--- src/rtl/cpuPkg.sv ---
package cpuPkg;

	localparam int DataWidth = 32;
	localparam int RegCount = 16;

	// instruction fields
	localparam int OpHi = 31;
	localparam int OpLo = 27;
	localparam int RaHi = 26;
	localparam int RaLo = 23;
	localparam int RbHi = 22;
	localparam int RbLo = 19;
	localparam int RcHi = 18;
	localparam int RcLo = 15;
	localparam int CHi = 18; // 19-bit constant
	localparam int CLo = 0;
	localparam int C2Hi = 20; // branch condition, overlaps Rb
	localparam int C2Lo = 19;

	typedef enum logic [4:0] {
		opLd   = 5'd0,
		opLdi  = 5'd1,
		opSt   = 5'd2,
		opAdd  = 5'd3,
		opSub  = 5'd4,
		opShr  = 5'd5,
		opShl  = 5'd6,
		opAnd  = 5'd9,
		opOr   = 5'd10,
		opAddi = 5'd11,
		opAndi = 5'd12,
		opOri  = 5'd13,
		opBr   = 5'd18,
		opIn   = 5'd21,
		opOut  = 5'd22,
		opNop  = 5'd25,
		opHalt = 5'd26
	} opcodeT;

	typedef enum logic [5:0] {
		idle, fetch0, fetch1, fetch2,
		alu3, alu4, alu5,
		imm3, imm4, imm5,
		ld3, ld4, ld5, ld6, ld7,
		st3, st4, st5, st6,
		br3, br4, br5, br6,
		in3, out3, nop3, halted
	} stateT;

	typedef enum logic [2:0] {
		aluAdd, aluSub, aluAnd, aluOr, aluShr, aluShl,
		aluIncPc // bus + 1, Y unused
	} aluOpT;

	typedef enum logic [2:0] {
		busReg, busPc, busZLow, busMdr, busInPort, busConstant
	} busSourceT;

endpackage

--- src/rtl/datapathIf.sv ---
`timescale 1ns/100ps

interface datapathIf
	import cpuPkg::*;
();
	busSourceT busSource;
	logic gra, grb, grc; // register select
	logic rIn, rOut, baOut;
	logic yIn, zIn;
	aluOpT aluOp;
	logic marIn, mdrIn, memRead, memWrite;
	logic pcIn, irIn, conIn;
	logic outIn;

	modport control (
		output busSource, gra, grb, grc, rIn, rOut, baOut,
		output yIn, zIn, aluOp,
		output marIn, mdrIn, memRead, memWrite,
		output pcIn, irIn, conIn, outIn
	);

	modport datapath (
		input busSource, gra, grb, grc, rIn, rOut, baOut,
		input yIn, zIn, aluOp,
		input marIn, mdrIn, memRead, memWrite,
		input pcIn, irIn, conIn, outIn
	);

endinterface

--- src/rtl/controlUnit.sv ---
`timescale 1ns/100ps

module controlUnit
	import cpuPkg::*;
(
	input logic Clock,
	input logic Reset,
	input logic Start,
	input opcodeT opcode,
	input logic conff,
	datapathIf.control ctrl,
	output logic loadAllowed,
	output logic Halted
);
	stateT state, nextState;

	function automatic aluOpT opToAlu(input opcodeT op);
		case (op)
			opSub: return aluSub;
			opShr: return aluShr;
			opShl: return aluShl;
			opAnd, opAndi: return aluAnd;
			opOr, opOri: return aluOr;
			default: return aluAdd; // add, addi, ldi and address sums
		endcase
	endfunction

	// first execute state per opcode
	function automatic stateT decode(input opcodeT op);
		case (op)
			opAdd, opSub, opShr, opShl, opAnd, opOr: return alu3;
			opAddi, opAndi, opOri, opLdi: return imm3;
			opLd: return ld3;
			opSt: return st3;
			opBr: return br3;
			opIn: return in3;
			opOut: return out3;
			opHalt: return halted;
			default: return nop3; // nop and anything undefined
		endcase
	endfunction

	always_ff @(posedge Clock or posedge Reset) begin
		if (Reset)
			state <= idle;
		else
			state <= nextState;
	end

	always_comb begin
		nextState = state;
		case (state)
			idle: if (Start) nextState = fetch0;
			fetch0: nextState = fetch1;
			fetch1: nextState = fetch2;
			fetch2: nextState = decode(opcode); // opcode is looked ahead from the bus
			alu3: nextState = alu4;
			alu4: nextState = alu5;
			imm3: nextState = imm4;
			imm4: nextState = imm5;
			ld3: nextState = ld4;
			ld4: nextState = ld5;
			ld5: nextState = ld6;
			ld6: nextState = ld7;
			st3: nextState = st4;
			st4: nextState = st5;
			st5: nextState = st6;
			br3: nextState = br4;
			br4: nextState = br5;
			br5: nextState = br6;
			halted: nextState = halted; // only Reset leaves
			default: nextState = fetch0; // last execute states
		endcase
	end

	always_comb begin
		ctrl.busSource = busReg;
		ctrl.gra = 1'b0;
		ctrl.grb = 1'b0;
		ctrl.grc = 1'b0;
		ctrl.rIn = 1'b0;
		ctrl.rOut = 1'b0;
		ctrl.baOut = 1'b0;
		ctrl.yIn = 1'b0;
		ctrl.zIn = 1'b0;
		ctrl.aluOp = opToAlu(opcode);
		ctrl.marIn = 1'b0;
		ctrl.mdrIn = 1'b0;
		ctrl.memRead = 1'b0;
		ctrl.memWrite = 1'b0;
		ctrl.pcIn = 1'b0;
		ctrl.irIn = 1'b0;
		ctrl.conIn = 1'b0;
		ctrl.outIn = 1'b0;
		case (state)
			fetch0: begin
				ctrl.busSource = busPc;
				ctrl.marIn = 1'b1;
				ctrl.aluOp = aluIncPc;
				ctrl.zIn = 1'b1;
			end
			fetch1: begin
				ctrl.busSource = busZLow;
				ctrl.pcIn = 1'b1;
				ctrl.memRead = 1'b1;
				ctrl.mdrIn = 1'b1;
			end
			fetch2: begin
				ctrl.busSource = busMdr;
				ctrl.irIn = 1'b1;
			end
			alu3, imm3, ld3, st3: begin // Rb into Y
				ctrl.grb = 1'b1;
				ctrl.rOut = (state == alu3) || (state == imm3 && opcode != opLdi);
				ctrl.baOut = !ctrl.rOut; // ldi, ld, st treat R0 as zero
				ctrl.yIn = 1'b1;
			end
			alu4: begin
				ctrl.grc = 1'b1;
				ctrl.rOut = 1'b1;
				ctrl.zIn = 1'b1;
			end
			imm4, ld4, st4, br5: begin
				ctrl.busSource = busConstant;
				ctrl.zIn = 1'b1;
			end
			alu5, imm5: begin
				ctrl.busSource = busZLow;
				ctrl.gra = 1'b1;
				ctrl.rIn = 1'b1;
			end
			ld5, st5: begin
				ctrl.busSource = busZLow;
				ctrl.marIn = 1'b1;
			end
			ld6: begin
				ctrl.memRead = 1'b1;
				ctrl.mdrIn = 1'b1;
			end
			ld7: begin
				ctrl.busSource = busMdr;
				ctrl.gra = 1'b1;
				ctrl.rIn = 1'b1;
			end
			st6: begin
				ctrl.gra = 1'b1;
				ctrl.rOut = 1'b1;
				ctrl.memWrite = 1'b1;
			end
			br3: begin
				ctrl.gra = 1'b1;
				ctrl.rOut = 1'b1;
				ctrl.conIn = 1'b1;
			end
			br4: begin
				ctrl.busSource = busPc;
				ctrl.yIn = 1'b1;
			end
			br6: begin
				ctrl.busSource = busZLow;
				ctrl.pcIn = conff; // taken only on condition
			end
			in3: begin
				ctrl.busSource = busInPort;
				ctrl.gra = 1'b1;
				ctrl.rIn = 1'b1;
			end
			out3: begin
				ctrl.gra = 1'b1;
				ctrl.rOut = 1'b1;
				ctrl.outIn = 1'b1;
			end
			default: ;
		endcase
	end

	assign loadAllowed = (state == idle);
	assign Halted = (state == halted);

endmodule

--- src/flat_wrapper.sv ---
// flat-port wrapper written by rule: the top's interface ports become plain ports
module controlUnit_flat import cpuPkg::*;
  (Clock, Reset, Start, opcode, conff, loadAllowed, Halted, ctrl_busSource, ctrl_gra, ctrl_grb, ctrl_grc, ctrl_rIn, ctrl_rOut, ctrl_baOut, ctrl_yIn, ctrl_zIn, ctrl_aluOp, ctrl_marIn, ctrl_mdrIn, ctrl_memRead, ctrl_memWrite, ctrl_pcIn, ctrl_irIn, ctrl_conIn, ctrl_outIn);
  datapathIf ctrl_i ();
  input logic Clock;
  input logic Reset;
  input logic Start;
  input opcodeT opcode;
  input logic conff;
  output logic loadAllowed;
  output logic Halted;
  output wire logic [$bits(ctrl_i.busSource)-1:0] ctrl_busSource;
  output wire logic [$bits(ctrl_i.gra)-1:0] ctrl_gra;
  output wire logic [$bits(ctrl_i.grb)-1:0] ctrl_grb;
  output wire logic [$bits(ctrl_i.grc)-1:0] ctrl_grc;
  output wire logic [$bits(ctrl_i.rIn)-1:0] ctrl_rIn;
  output wire logic [$bits(ctrl_i.rOut)-1:0] ctrl_rOut;
  output wire logic [$bits(ctrl_i.baOut)-1:0] ctrl_baOut;
  output wire logic [$bits(ctrl_i.yIn)-1:0] ctrl_yIn;
  output wire logic [$bits(ctrl_i.zIn)-1:0] ctrl_zIn;
  output wire logic [$bits(ctrl_i.aluOp)-1:0] ctrl_aluOp;
  output wire logic [$bits(ctrl_i.marIn)-1:0] ctrl_marIn;
  output wire logic [$bits(ctrl_i.mdrIn)-1:0] ctrl_mdrIn;
  output wire logic [$bits(ctrl_i.memRead)-1:0] ctrl_memRead;
  output wire logic [$bits(ctrl_i.memWrite)-1:0] ctrl_memWrite;
  output wire logic [$bits(ctrl_i.pcIn)-1:0] ctrl_pcIn;
  output wire logic [$bits(ctrl_i.irIn)-1:0] ctrl_irIn;
  output wire logic [$bits(ctrl_i.conIn)-1:0] ctrl_conIn;
  output wire logic [$bits(ctrl_i.outIn)-1:0] ctrl_outIn;
  assign ctrl_busSource = ctrl_i.busSource;
  assign ctrl_gra = ctrl_i.gra;
  assign ctrl_grb = ctrl_i.grb;
  assign ctrl_grc = ctrl_i.grc;
  assign ctrl_rIn = ctrl_i.rIn;
  assign ctrl_rOut = ctrl_i.rOut;
  assign ctrl_baOut = ctrl_i.baOut;
  assign ctrl_yIn = ctrl_i.yIn;
  assign ctrl_zIn = ctrl_i.zIn;
  assign ctrl_aluOp = ctrl_i.aluOp;
  assign ctrl_marIn = ctrl_i.marIn;
  assign ctrl_mdrIn = ctrl_i.mdrIn;
  assign ctrl_memRead = ctrl_i.memRead;
  assign ctrl_memWrite = ctrl_i.memWrite;
  assign ctrl_pcIn = ctrl_i.pcIn;
  assign ctrl_irIn = ctrl_i.irIn;
  assign ctrl_conIn = ctrl_i.conIn;
  assign ctrl_outIn = ctrl_i.outIn;
  controlUnit u_core (.Clock(Clock), .Reset(Reset), .Start(Start), .opcode(opcode), .conff(conff), .ctrl(ctrl_i), .loadAllowed(loadAllowed), .Halted(Halted));
endmodule
--- config.mk ---
export PLATFORM = sky130hd
export DESIGN_NAME = controlUnit_flat
export DESIGN_NICKNAME = d
export VERILOG_FILES = /design/src/rtl/cpuPkg.sv /design/src/rtl/datapathIf.sv /design/src/rtl/controlUnit.sv /design/src/flat_wrapper.sv
export SDC_FILE = /design/constraint.sdc
export NUM_CORES = 1
export LEC_CHECK = 0
export BUFFER_PORTS_ARGS = -buffer_cell sky130_fd_sc_hd__buf_2
export CAP_MARGIN = 20
export CORE_MARGIN = 2
export CORE_UTILIZATION = 47
export CTS_CLUSTER_DIAMETER = 100
export DETAILED_ROUTE_END_ITERATION = 7
export HOLD_SLACK_MARGIN = 0.06
export PLACE_DENSITY = 0.85
export SLEW_MARGIN = 20
export SYNTH_ARGS = -nofsm -noshare
export SYNTH_HDL_FRONTEND = slang
export SYNTH_SLANG_ARGS = --single-unit
--- constraint.sdc ---
create_clock -name Clock -period 1.26 [get_ports Clock]
set_input_delay 0.063 -clock Clock [delete_from_list [all_inputs] [get_ports Clock]]
set_output_delay 0.063 -clock Clock [all_outputs]
set_load 0.05 [all_outputs]
==> flow_metrics.tcl, run 1 <==
set metrics [dict create \
    run_status "aborted with a tool error" \
    stop_stage "clock tree synthesis (4_1_cts)" \
    run_stopping_error "[ERROR DPL-0038] Utilization greater than 100%, impossible to legalize" \
    post-cts-setup-buffer-count 18 \
    boundaryPins 33 \
    cts_buffers 3 \
    synth-compound-area-share 0.324 \
    largest_family_of_logic_cells_by_synthesized_area "simple AND/OR/NAND/NOR gates" \
    gp_congestion 0.884 \
    cts_root_buf "sky130_fd_sc_hd__clkbuf_4" \
    synth_cells 178 \
    synth_simple_gate_area_frac 0.347 \
    synth_sequential_area_ratio 0.109 \
    dp_worst_setup_slack_ns -0.425 \
    post_synth_xor_area_fraction 0.0230 \
    synthesized_area_um2 1140 \
    start_util 0.507 \
    placed_cells 270 \
    synthDistinctLibCells 43 \
    flip_flop_and_latch_count_after_synthesis 5 \
    synth_top_area_share 0.109 \
    cts.sinks 5 \
    post-synth-top-area-cell "sky130_fd_sc_hd__dfrtp_1" \
    post_cts_resize_count 125 \
    buffers_added_on_ports 32 \
    synth_mux_area_frac 0.0306 \
    synth-adder-area-share 0.0656 \
    synth_edf_count 0 \
    post_synth_most_frequent_cells "20 x sky130_fd_sc_hd__nand2_1, 18 x sky130_fd_sc_hd__nor2_1, 14 x sky130_fd_sc_hd__a21oi_1" \
    yosys.cell_count.top_type "sky130_fd_sc_hd__nand2_1" \
    htree_num_levels 1 \
    synth_nets 193 \
    max-clock-path-buffers 2 \
    ys.warnings.count 0 \
    hold_buffers 1 \
    dp_wirelength_um 3500 \
    die_extent_in_y_um 53.3 \
    rows 17 \
    die_w_um 53.3 \
    asyncSetResetFlopFracSynth 1.00 \
    ys_top_cells_by_area "sky130_fd_sc_hd__dfrtp_1 11%, sky130_fd_sc_hd__ha_1 6.6%, sky130_fd_sc_hd__nand2_1 6.6%, sky130_fd_sc_hd__a21oi_1 6.1%, sky130_fd_sc_hd__nor2b_1 6.0%" \
    synthFlopType "sky130_fd_sc_hd__dfrtp_1" \
    synthesis.area_per_instance_um2 6.42 \
]
==> cell families after synthesis <==
family,after synthesis
buf+inv,26
fa+ha+maj,6
mux,3
simple gates,80
compound gates,55
xor+xnor,3
flops,5
==> stage by stage <==
step | hold slack (ns) | TNS, ns | cell area (um2) | utilization
3_5_place_dp | -0.0227 | -8.03 | 1870 | 0.829
3_3_place_gp | -0.0400 | -6.54 | 1870 | 0.829
2_1_floorplan | -0.158 | -4.91 | 1430 | -
==> inputs of run 2 (changes only) <==
--- a/config.mk
+++ b/config.mk
@@ -7,12 +7,10 @@
 export LEC_CHECK = 0
 export BUFFER_PORTS_ARGS = -buffer_cell sky130_fd_sc_hd__buf_2
 export CAP_MARGIN = 20
-export CORE_MARGIN = 2
-export CORE_UTILIZATION = 47
-export CTS_CLUSTER_DIAMETER = 100
+export CORE_AREA = 2 2 63 65
 export DETAILED_ROUTE_END_ITERATION = 7
-export HOLD_SLACK_MARGIN = 0.06
-export PLACE_DENSITY = 0.85
+export DIE_AREA = 0 0 65 67
+export PLACE_DENSITY_LB_ADDON = 0.15
 export SLEW_MARGIN = 20
 export SYNTH_ARGS = -nofsm -noshare
 export SYNTH_HDL_FRONTEND = slang
==> constraint.sdc (replaced) <==
create_clock -name Clock -period 1.6 [get_ports Clock]
set_input_delay 0.08 -clock Clock [delete_from_list [all_inputs] [get_ports Clock]]
set_output_delay 0.08 -clock Clock [all_outputs]
set_load 0.05 [all_outputs]
==> flow_metrics.tcl, run 2 <==
set metrics [dict create \
    largest_register_ff_count 5 \
    critPathArrivalTime_ns 1.64 \
    clkSlewWorstSetupHoldPaths_ns 0.04 \
    most-common-layout-cells "48 x sky130_fd_sc_hd__buf_4, 36 x sky130_fd_sc_hd__buf_6, 17 x sky130_fd_sc_hd__nand2_1, 14 x sky130_fd_sc_hd__nor2_1, 10 x sky130_fd_sc_hd__buf_2" \
    synth_top_area_share 0.109 \
    synth-adder-area-share 0.0656 \
    cts.sinks 5 \
    first_iter_violations 56 \
    design.die.area_um2 4360 \
    crit_path_end_kind "output port" \
    post_synth_xor_area_fraction 0.0230 \
    routed_wirelength_um 4660 \
    dp_wirelength_um 2980 \
    max_cap_viol_count 0 \
    max-clock-path-buffers 2 \
    firstDrtPassIters 4 \
    cts_root_buf "sky130_fd_sc_hd__clkbuf_8" \
    crit_type "reg -> out" \
    die_extent_in_y_um 67 \
    globalRouteOverflowTotal 0 \
    cts_buffers 3 \
    worst_clock_skew_ns 0.00430 \
    seqCellArea_um2 130 \
    hold_path_startpoint "Start" \
    biggestRegsByFlops "u_core.state (5)" \
    antenna_violations_before_repair 0 \
    rsz0062_at_grt "yes" \
    synthFlopType "sky130_fd_sc_hd__dfrtp_1" \
    htree_num_levels 1 \
    failed_checks "setup timing" \
    asyncSetResetFlopFracSynth 1.00 \
    synth_sequential_area_ratio 0.109 \
    synth_cells 178 \
    fillCellCount 321 \
    synth_nets 193 \
    post-synth-top-area-cell "sky130_fd_sc_hd__dfrtp_1" \
    finalSetupViolations 17 \
    yosys.cell_count.top_type "sky130_fd_sc_hd__nand2_1" \
    final.period_utilization 1.08 \
    boundaryPins 33 \
    antenna_violating_nets_post_route 0 \
    layout_commonest_cell "sky130_fd_sc_hd__buf_4" \
    nNetsFinal 274 \
    static_leak_nw 1.01 \
    global_route_wire_length_before_repair_um 7070 \
    core_region_area_um2 3610 \
    run_status "finished, violations left" \
    gp_congestion 0.845 \
    final_core_util 0.632 \
    wl_per_cell_um 15.2 \
    ir_worst_vdd_mv 0.916 \
    max_slew_margin 0.766 \
    start_util 0.317 \
    multi_input_comb_area_um2 1180 \
    grt_pass1_vias 1520 \
    post_synth_most_frequent_cells "20 x sky130_fd_sc_hd__nand2_1, 18 x sky130_fd_sc_hd__nor2_1, 14 x sky130_fd_sc_hd__a21oi_1" \
    finalNonFillerCells 306 \
    synth_mux_area_frac 0.0306 \
    final-max-slew-violation-count 0 \
    cts_tree "yes" \
    tightest_slew_ns 0.349 \
    report.final.hold_viol_count 0 \
    drive_gt1_frac 0.581 \
    regMostFlops "u_core.state" \
    ys.warnings.count 0 \
    required_worst_endpoint_ns 1.52 \
    synth_simple_gate_area_frac 0.347 \
    insertedDiodeCount 0 \
    placed_cells 280 \
    detail_route.drc_violations 0 \
    insertion_delay_ns 0.22 \
    area_delta_synth_final_pct 99.1 \
    grt_start_max_net_pins 19 \
    rows 22 \
    route.vias.total 1635 \
    critical_path_launch_point_type "register" \
    viasPerCell 5.34 \
    achievable-frequency_mhz 581 \
    critPathMaxFanout 7 \
    die_w_um 65 \
    layout_setup_ws_ns -0.123 \
    grtUsageTotal 0.209 \
    synthDistinctLibCells 43 \
    synth-compound-area-share 0.324 \
    pwr_density_cell_nw_per_um2 2200 \
    rr_startpoint "u_core.state[3]$_DFFE_PP0P_" \
    hold_class "in -> reg" \
    synthesized_area_um2 1140 \
    flip_flop_and_latch_count_after_synthesis 5 \
    synth_edf_count 0 \
    critical_path.startpoint "u_core.state[3]$_DFFE_PP0P_" \
    fin_crit_period_ns 1.72 \
    largest_family_of_logic_cells_by_synthesized_area "simple AND/OR/NAND/NOR gates" \
    buffers_added_on_ports 32 \
    synthesis.area_per_instance_um2 6.42 \
    ys_top_cells_by_area "sky130_fd_sc_hd__dfrtp_1 11%, sky130_fd_sc_hd__ha_1 6.6%, sky130_fd_sc_hd__nand2_1 6.6%, sky130_fd_sc_hd__a21oi_1 6.1%, sky130_fd_sc_hd__nor2b_1 6.0%" \
]
==> run 2: path summary, 6_finish.rpt <==
check / endpoint / slack [ns] / cells after the start
worst min register to register: u_core.state[3]$_DFFE_PP0P_ / 0.83 / 3
worst max register to register: u_core.state[4]$_DFFE_PP0P_ / 0 / 6
worst min-delay path: u_core.state[0]$_DFFE_PP0P_ / 0.08 / 3
worst max-delay path: ctrl_baOut / -0.12 / 5
min in group asynchronous: u_core.state[3]$_DFFE_PP0P_ / 0.30 / 3
max in group asynchronous: u_core.state[1]$_DFFE_PP0P_ / 1.11 / 3
==> run 2: per-layer routing <==
layer  routed length (um)  GRT usage
met1                 1850      0.243
met2                 2520      0.401
met3                  174     0.0186
met4                  109     0.0612
met5                    0          0
==> run 2: cells by family (layout without fill, tap and decap cells) <==
| family | Yosys count | count (layout) |
|---|---|---|
| DFF | 5 | 5 |
| adders and majority gates | 6 | 6 |
| buffers and inverters | 26 | 106 |
| and+or+nand+nor | 80 | 80 |
| muxes | 3 | 3 |
| xor gates and xnor gates | 3 | 3 |
| AOI/OAI and AO/OA | 55 | 55 |
==> run 2: stage by stage <==
step / hold WS, ns / worst slack, ns / total power [mW] / setup TNS (ns) / cell area [um2]
finish: 0.0830 / -0.123 / 5.01 / -1.06 / 2280
global route: 0.117 / -0.158 / 5.28 / -1.86 / 2280
CTS: 0.0837 / -0.0984 / 4.62 / -0.799 / 2120
detailed placement: -0.0116 / -0.104 / 3.56 / -0.416 / 1700
global placement: -0.0202 / -0.129 / 3.55 / -0.546 / 1700
floorplan: -0.141 / -0.191 / 2.66 / -0.979 / 1300
==> run 2: cell type report <==
cell class              count  area share
multi-input cells         147       0.520
repair buffers             95       0.363
flip-flops and latches      5      0.0571
well taps                  48      0.0264
clock buffers               4      0.0198
inverters                   7      0.0137
==> run 2: where the power goes <==
part / switching, mW / internal (mW) / leakage [nW]
combinational: 2.45 / 2.01 / 0.924
sequential: 0.127 / 0.190 / 0.0584
clock: 0.0642 / 0.171 / 0.0228
==> run 2: worst max-delay path: stages (launching register included) <==
cell and delay (ns):
sky130_fd_sc_hd__dfrtp_1 0.41, sky130_fd_sc_hd__buf_6 0.18, sky130_fd_sc_hd__clkinvlp_4 0.16, sky130_fd_sc_hd__or3_4 0.35, sky130_fd_sc_hd__a21oi_2 0.14, sky130_fd_sc_hd__buf_6 0.17
==> run 2: repair_timing <==
item,in CTS,in global routing
hold buffers,1,0
hold endpoints to repair,5,0
endpoints found under the setup margin,26,25
pin swaps,5,11
cloned,1,0
gates resized for setup,71,40
setup buffers,14,6
(Power assumes the default switching activity.)
==> inputs of run 3 (changes only) <==
--- a/config.mk
+++ b/config.mk
@@ -6,7 +6,7 @@
 export NUM_CORES = 1
 export LEC_CHECK = 0
 export BUFFER_PORTS_ARGS = -buffer_cell sky130_fd_sc_hd__buf_2
-export CAP_MARGIN = 20
+export CAP_MARGIN = 5
 export CORE_AREA = 2 2 63 65
 export DETAILED_ROUTE_END_ITERATION = 7
 export DIE_AREA = 0 0 65 67
==> constraint.sdc (replaced) <==
create_clock -name Clock -period 1.6 [get_ports Clock]
set_input_delay 0.24 -clock Clock [delete_from_list [all_inputs] [get_ports Clock]]
set_output_delay 0.24 -clock Clock [all_outputs]
set_load 0.05 [all_outputs]
==> flow_metrics.tcl, run 3 (synthesis results as in run 2) <==
set metrics [dict create \
    run_status "finished, violations left" \
    failed_checks "setup timing" \
    start_util 0.317 \
    firstDrtPassIters 4 \
    gp_congestion 0.889 \
    finalNonFillerCells 310 \
    static_leak_nw 1.05 \
    power.switching_fraction 0.532 \
    routed_wirelength_um 4980 \
    hold_class "in -> reg" \
    cts_root_buf "sky130_fd_sc_hd__clkbuf_8" \
    nNetsFinal 278 \
    comb_power_share 0.894 \
    report.final.hold_viol_count 0 \
    power.internal_mw 2.51 \
    layout_commonest_cell "sky130_fd_sc_hd__buf_4" \
    critPathMaxFanout 6 \
    worstRegToRegCells 7 \
    fillCellCount 294 \
    biggestRegsByFlops "u_core.state (5)" \
    crit_family "compound AO/OA/AOI/OAI gates" \
    rows 22 \
    worst-path-buf-inv 2 \
    wl_per_cell_um 16.1 \
    crit_path_end_kind "output port" \
    required_worst_endpoint_ns 1.36 \
    max_cap_viol_count 0 \
    worst_clock_skew_ns 0.00469 \
    detail_route.drc_violations 0 \
    regMostFlops "u_core.state" \
    drive_gt1_frac 0.607 \
    first_iter_violations 61 \
    critical_path_launch_point_type "register" \
    cp.depth 6 \
    cp_max_stage_cell "sky130_fd_sc_hd__dfrtp_2" \
    final.period_utilization 1.20 \
    achievable-frequency_mhz 520 \
    route.vias.total 1672 \
    final-max-slew-violation-count 0 \
    p_seq_frac 0.061 \
    insertion_delay_ns 0.22 \
    dp_wirelength_um 3470 \
    clkSlewWorstSetupHoldPaths_ns 0.04 \
    fin_crit_period_ns 1.92 \
    design.die.area_um2 4360 \
    antenna_violating_nets_post_route 0 \
    htree_num_levels 1 \
    cts_tree "yes" \
    placed_cells 290 \
    largest_register_ff_count 5 \
    netSwitchingPower_mw 2.85 \
    area_delta_synth_final_pct 113 \
    max_slew_margin 0.792 \
    crit-reg2reg-capture "u_core.state[4]$_DFFE_PP0P_" \
    critPathArrivalTime_ns 1.68 \
    hold_slack_ns 0.276 \
    rsz0062_at_grt "yes" \
    grt_pass1_vias 1698 \
    max-clock-path-buffers 2 \
    boundaryPins 33 \
    layout_setup_ws_ns -0.324 \
    crit_type "reg -> out" \
    crit_path_cell_trace "buf_6 > nand2b_4 > nor3_4 > a21o_1 > a221o_2 > buf_8" \
    core_region_area_um2 3610 \
    die_w_um 65 \
    cts_buffers 3 \
    buffers_added_on_ports 32 \
    max_incr_delay_on_cp_ns 0.43 \
    global_route_wire_length_before_repair_um 7820 \
    die_extent_in_y_um 67 \
    antenna_violations_before_repair 0 \
    timing.critical_path.to "ctrl_gra" \
    insertedDiodeCount 0 \
    pwr_density_cell_nw_per_um2 2200 \
    p_total_mw 5.37 \
    ir_worst_vdd_mv 1.28 \
    grt_start_max_net_pins 16 \
    grtUsageTotal 0.230 \
    critical_path.startpoint "u_core.state[4]$_DFFE_PP0P_" \
    tightest_slew_ns 0.311 \
    clockPowerShare 0.044 \
    cts.sinks 5 \
    rr_startpoint "u_core.state[4]$_DFFE_PP0P_" \
    reg_to_reg_slack_setup_ns -0.01 \
    finalSetupViolations 25 \
    final_core_util 0.677 \
    viasPerCell 5.39 \
    most-common-layout-cells "48 x sky130_fd_sc_hd__buf_4, 40 x sky130_fd_sc_hd__buf_6, 17 x sky130_fd_sc_hd__nand2_1, 11 x sky130_fd_sc_hd__nor2_1" \
    globalRouteOverflowTotal 0 \
]
-- run 3: changes by cell type in the layout (fill, tap and decap cells not counted), moves of 3 or more --
| cell | before | now |
|---|---|---|
| sky130_fd_sc_hd__buf_6 | 36 | 40 |
| sky130_fd_sc_hd__nor3_4 | 2 | 7 |
| sky130_fd_sc_hd__nor2b_4 | 6 | 3 |
| sky130_fd_sc_hd__nor2_4 | 0 | 4 |
| sky130_fd_sc_hd__nor3_2 | 4 | 0 |
| sky130_fd_sc_hd__nor2_1 | 14 | 11 |
-- run 3: routing by layer --
layer | wire (um) | global-route usage | vias up
met3 | 240 | 0.0304 | 16
met2 | 2470 | 0.384 | 64
met5 | 0 | 0 | -
met4 | 173 | 0.0798 | 0
li1 | - | - | 803
met1 | 2090 | 0.303 | 789
-- run 3: through the flow --
stage	area (um2)	setup slack [ns]	TNS, ns
after floorplan	1400	-0.273	-1.12
after global placement	1850	-0.181	-2.31
after detailed placement	1850	-0.201	-2.89
after CTS	2280	-0.262	-4.12
after global routing	2440	-0.354	-6.01
final	2440	-0.324	-4.64
-- run 3: how the worst min path moves through the flow --
stage,start,endpoint,slack [ns],cells after the start
after floorplan,Reset,u_core.state[0]$_DFFE_PP0P_,0.02,1
final,Start,u_core.state[0]$_DFFE_PP0P_,0.28,3
after global placement,Reset,u_core.state[1]$_DFFE_PP0P_,0.14,2
after detailed placement,Reset,u_core.state[1]$_DFFE_PP0P_,0.15,2
after CTS,Start,u_core.state[0]$_DFFE_PP0P_,0.27,3
after global routing,Start,u_core.state[0]$_DFFE_PP0P_,0.29,3
-- run 3: timing repair --
| item | 4_1_cts | 5_1_grt |
|---|---|---|
| setup buffers | 9 | 6 |
| hold buffers | 1 | 0 |
| setup endpoints to repair | 29 | 28 |
| cloned | 0 | 0 |
| resized for setup | 90 | 30 |
| hold endpoints to repair | 5 | 0 |
| pin swaps | 11 | 6 |
-- run 3: layout make-up --
class	count	area (um2)	area share
multi-input combinational	147	1280	0.526
timing repair buffer	99	891	0.365
sequential	5	131	0.0538
tap	48	60.1	0.0246
clock buffer	4	45.0	0.0185
inverter	7	30.0	0.0123
-- run 3: worst reg2reg max path: stages (launching register included) --
cell and delay [ns]:
sky130_fd_sc_hd__dfrtp_2 0.45, sky130_fd_sc_hd__nor2b_4 0.16, sky130_fd_sc_hd__buf_6 0.11, sky130_fd_sc_hd__buf_6 0.11
sky130_fd_sc_hd__nand2_4 0.08, sky130_fd_sc_hd__nor2_4 0.04, sky130_fd_sc_hd__buf_4 0.12, sky130_fd_sc_hd__or4_1 0.40
-- run 3: power by group through the flow --
stage	Combinational [mW]	Clock (mW)	Sequential, mW
4_1_cts	4.33	0.243	0.337
3_5_place_dp	3.56	0	0.305
3_3_place_gp	3.50	0	0.306
2_1_floorplan	2.75	0	0.199
5_1_grt	5.03	0.254	0.338
6_report	4.80	0.238	0.330
==> inputs of run 4 (changes only) <==
--- a/config.mk
+++ b/config.mk
@@ -11,6 +11,7 @@
 export DETAILED_ROUTE_END_ITERATION = 7
 export DIE_AREA = 0 0 65 67
 export PLACE_DENSITY_LB_ADDON = 0.15
+export SKIP_LAST_GASP = 1
 export SLEW_MARGIN = 20
 export SYNTH_ARGS = -nofsm -noshare
 export SYNTH_HDL_FRONTEND = slang
==> flow_metrics.tcl, run 4 (synthesis results as in run 2) <==
set metrics [dict create \
    run_status "finished, violations left" \
    failed_checks "setup timing" \
    detailroute.wirelength.met3_um 211 \
    firstDrtPassIters 4 \
    hold_class "in -> reg" \
    critPathMaxFanout 6 \
    rsz0062_at_grt "yes" \
    worstRegToRegCells 6 \
    biggestRegsByFlops "u_core.state (5)" \
    static_leak_nw 1.04 \
    globalRouteOverflowTotal 0 \
    largest_register_ff_count 5 \
    netSwitchingPower_mw 2.81 \
    hold_slack_ns 0.276 \
    crit_path_end_kind "output port" \
    pwr_density_cell_nw_per_um2 2190 \
    layout_commonest_cell "sky130_fd_sc_hd__buf_4" \
    required_worst_endpoint_ns 1.36 \
    placed_cells 290 \
    max_slew_margin 0.774 \
    met2RoutedLength_um 2360 \
    viasPerCell 5.41 \
    nNetsFinal 279 \
    max_cap_viol_count 0 \
    power.internal_mw 2.47 \
    die_extent_in_y_um 67 \
    final.period_utilization 1.19 \
    insertedDiodeCount 0 \
    crit_type "reg -> out" \
    power.switching_fraction 0.532 \
    p_total_mw 5.28 \
    layout_setup_ws_ns -0.300 \
    multi_input_comb_area_um2 1270 \
    whs_path_depth 3 \
    area_delta_synth_final_pct 111 \
    cts_tree "yes" \
    cts.sinks 5 \
    worst_clock_skew_ns 0.00468 \
    fillCellCount 285 \
    start_util 0.317 \
    insertion_delay_ns 0.22 \
    design.die.area_um2 4360 \
    wirelength_met1_um 2050 \
    postLayoutCellArea_um2 2410 \
    report.final.hold_viol_count 0 \
    die_w_um 65 \
    detail_route.drc_violations 0 \
    wl_per_cell_um 15.5 \
    tightest_slew_ns 0.337 \
    place_area_um2 1850 \
    max-clock-path-buffers 2 \
    achievable-frequency_mhz 526 \
    buffers_added_on_ports 32 \
    topRoutingLayerUsed "met4" \
    clockPowerShare 0.045 \
    regMostFlops "u_core.state" \
    fin_crit_period_ns 1.90 \
    routed_wirelength_um 4810 \
    rows 22 \
    finalSetupViolations 26 \
    drive_gt1_frac 0.612 \
    dp_wirelength_um 3470 \
    route.vias.total 1681 \
    boundaryPins 33 \
    most-common-layout-cells "54 x sky130_fd_sc_hd__buf_4, 35 x sky130_fd_sc_hd__buf_6, 17 x sky130_fd_sc_hd__nand2_1, 12 x sky130_fd_sc_hd__nor2_1, 9 x sky130_fd_sc_hd__a21oi_1" \
    clkSlewWorstSetupHoldPaths_ns 0.04 \
    cts_buffers 3 \
    global_route_wire_length_before_repair_um 7790 \
    core_region_area_um2 3610 \
    first_iter_violations 84 \
    critical_path_launch_point_type "register" \
    cts_root_buf "sky130_fd_sc_hd__clkbuf_8" \
    comb_power_share 0.895 \
    antenna_violating_nets_post_route 0 \
    final-max-slew-violation-count 0 \
    timing.setup.tns_ns -4.63 \
    critPathArrivalTime_ns 1.66 \
    finalNonFillerCells 311 \
    htree_num_levels 1 \
    gp_congestion 0.889 \
    grtUsageTotal 0.229 \
    antenna_violations_before_repair 0 \
    grt_start_max_net_pins 16 \
    p_seq_frac 0.060 \
    grt_pass1_vias 1694 \
    ir_worst_vdd_mv 1.21 \
    reg_to_reg_slack_setup_ns -0.11 \
    seqCellArea_um2 131 \
]
-- run 4: worst paths after layout --
| path | from | to |
|---|---|---|
| worst max-delay path | u_core.state[4]$_DFFE_PP0P_ | ctrl_gra |
| worst min-delay path | Start | u_core.state[0]$_DFFE_PP0P_ |
| worst max register to register | u_core.state[1]$_DFFE_PP0P_ | u_core.state[4]$_DFFE_PP0P_ |
| worst min register to register | u_core.state[0]$_DFFE_PP0P_ | u_core.state[1]$_DFFE_PP0P_ |
| max in group asynchronous | Reset | u_core.state[3]$_DFFE_PP0P_ |
| min in group asynchronous | Reset | u_core.state[2]$_DFFE_PP0P_ |
-- run 4: layer usage --
metal / vias up / track usage
met1: 801 / 0.301
met4: 0 / 0.0798
met2: 56 / 0.383
li1: 806 / -
met5: - / 0
met3: 18 / 0.0304
-- run 4: cell type report --
cell class,instances,share of cell area
well taps,48,0.0249
clock buffers,4,0.0187
repair buffers,100,0.364
flip-flops and latches,5,0.0544
multi-input cells,147,0.527
inverters,7,0.0109
-- run 4: metrics by stage --
| stage | setup slack (ns) | utilization |
|---|---|---|
| 6_report | -0.300 | 0.669 |
| 3_5_place_dp | -0.201 | 0.512 |
| 2_1_floorplan | -0.273 | - |
| 5_1_grt | -0.337 | 0.669 |
| 4_1_cts | -0.262 | 0.626 |
| 3_3_place_gp | -0.181 | 0.512 |
-- run 4: what timing repair did --
action                                  in CTS  in global routing
endpoints found under the setup margin      29                 28
gates resized for setup                     85                 29
hold endpoints to repair                     5                  0
hold buffers                                 1                  0
pin swaps                                   11                  8
setup buffers                                9                  7
gates cloned                                 0                  0
-- run 4: worst max-delay path, stage by stage, from the launching register on --
cell and delay [ns]:
sky130_fd_sc_hd__dfrtp_2 0.42, sky130_fd_sc_hd__buf_6 0.13, sky130_fd_sc_hd__nand2b_4 0.15, sky130_fd_sc_hd__nor3_4 0.05, sky130_fd_sc_hd__a21o_1 0.17, sky130_fd_sc_hd__a221o_2 0.35
sky130_fd_sc_hd__buf_8 0.15
-- run 4: power groups by stage --
stage / logic [mW] / clock network, mW / registers (mW)
finish: 4.72 / 0.238 / 0.317
global route: 4.96 / 0.254 / 0.324
CTS: 4.30 / 0.243 / 0.337
detailed placement: 3.56 / 0 / 0.305
global placement: 3.50 / 0 / 0.306
floorplan: 2.75 / 0 / 0.199
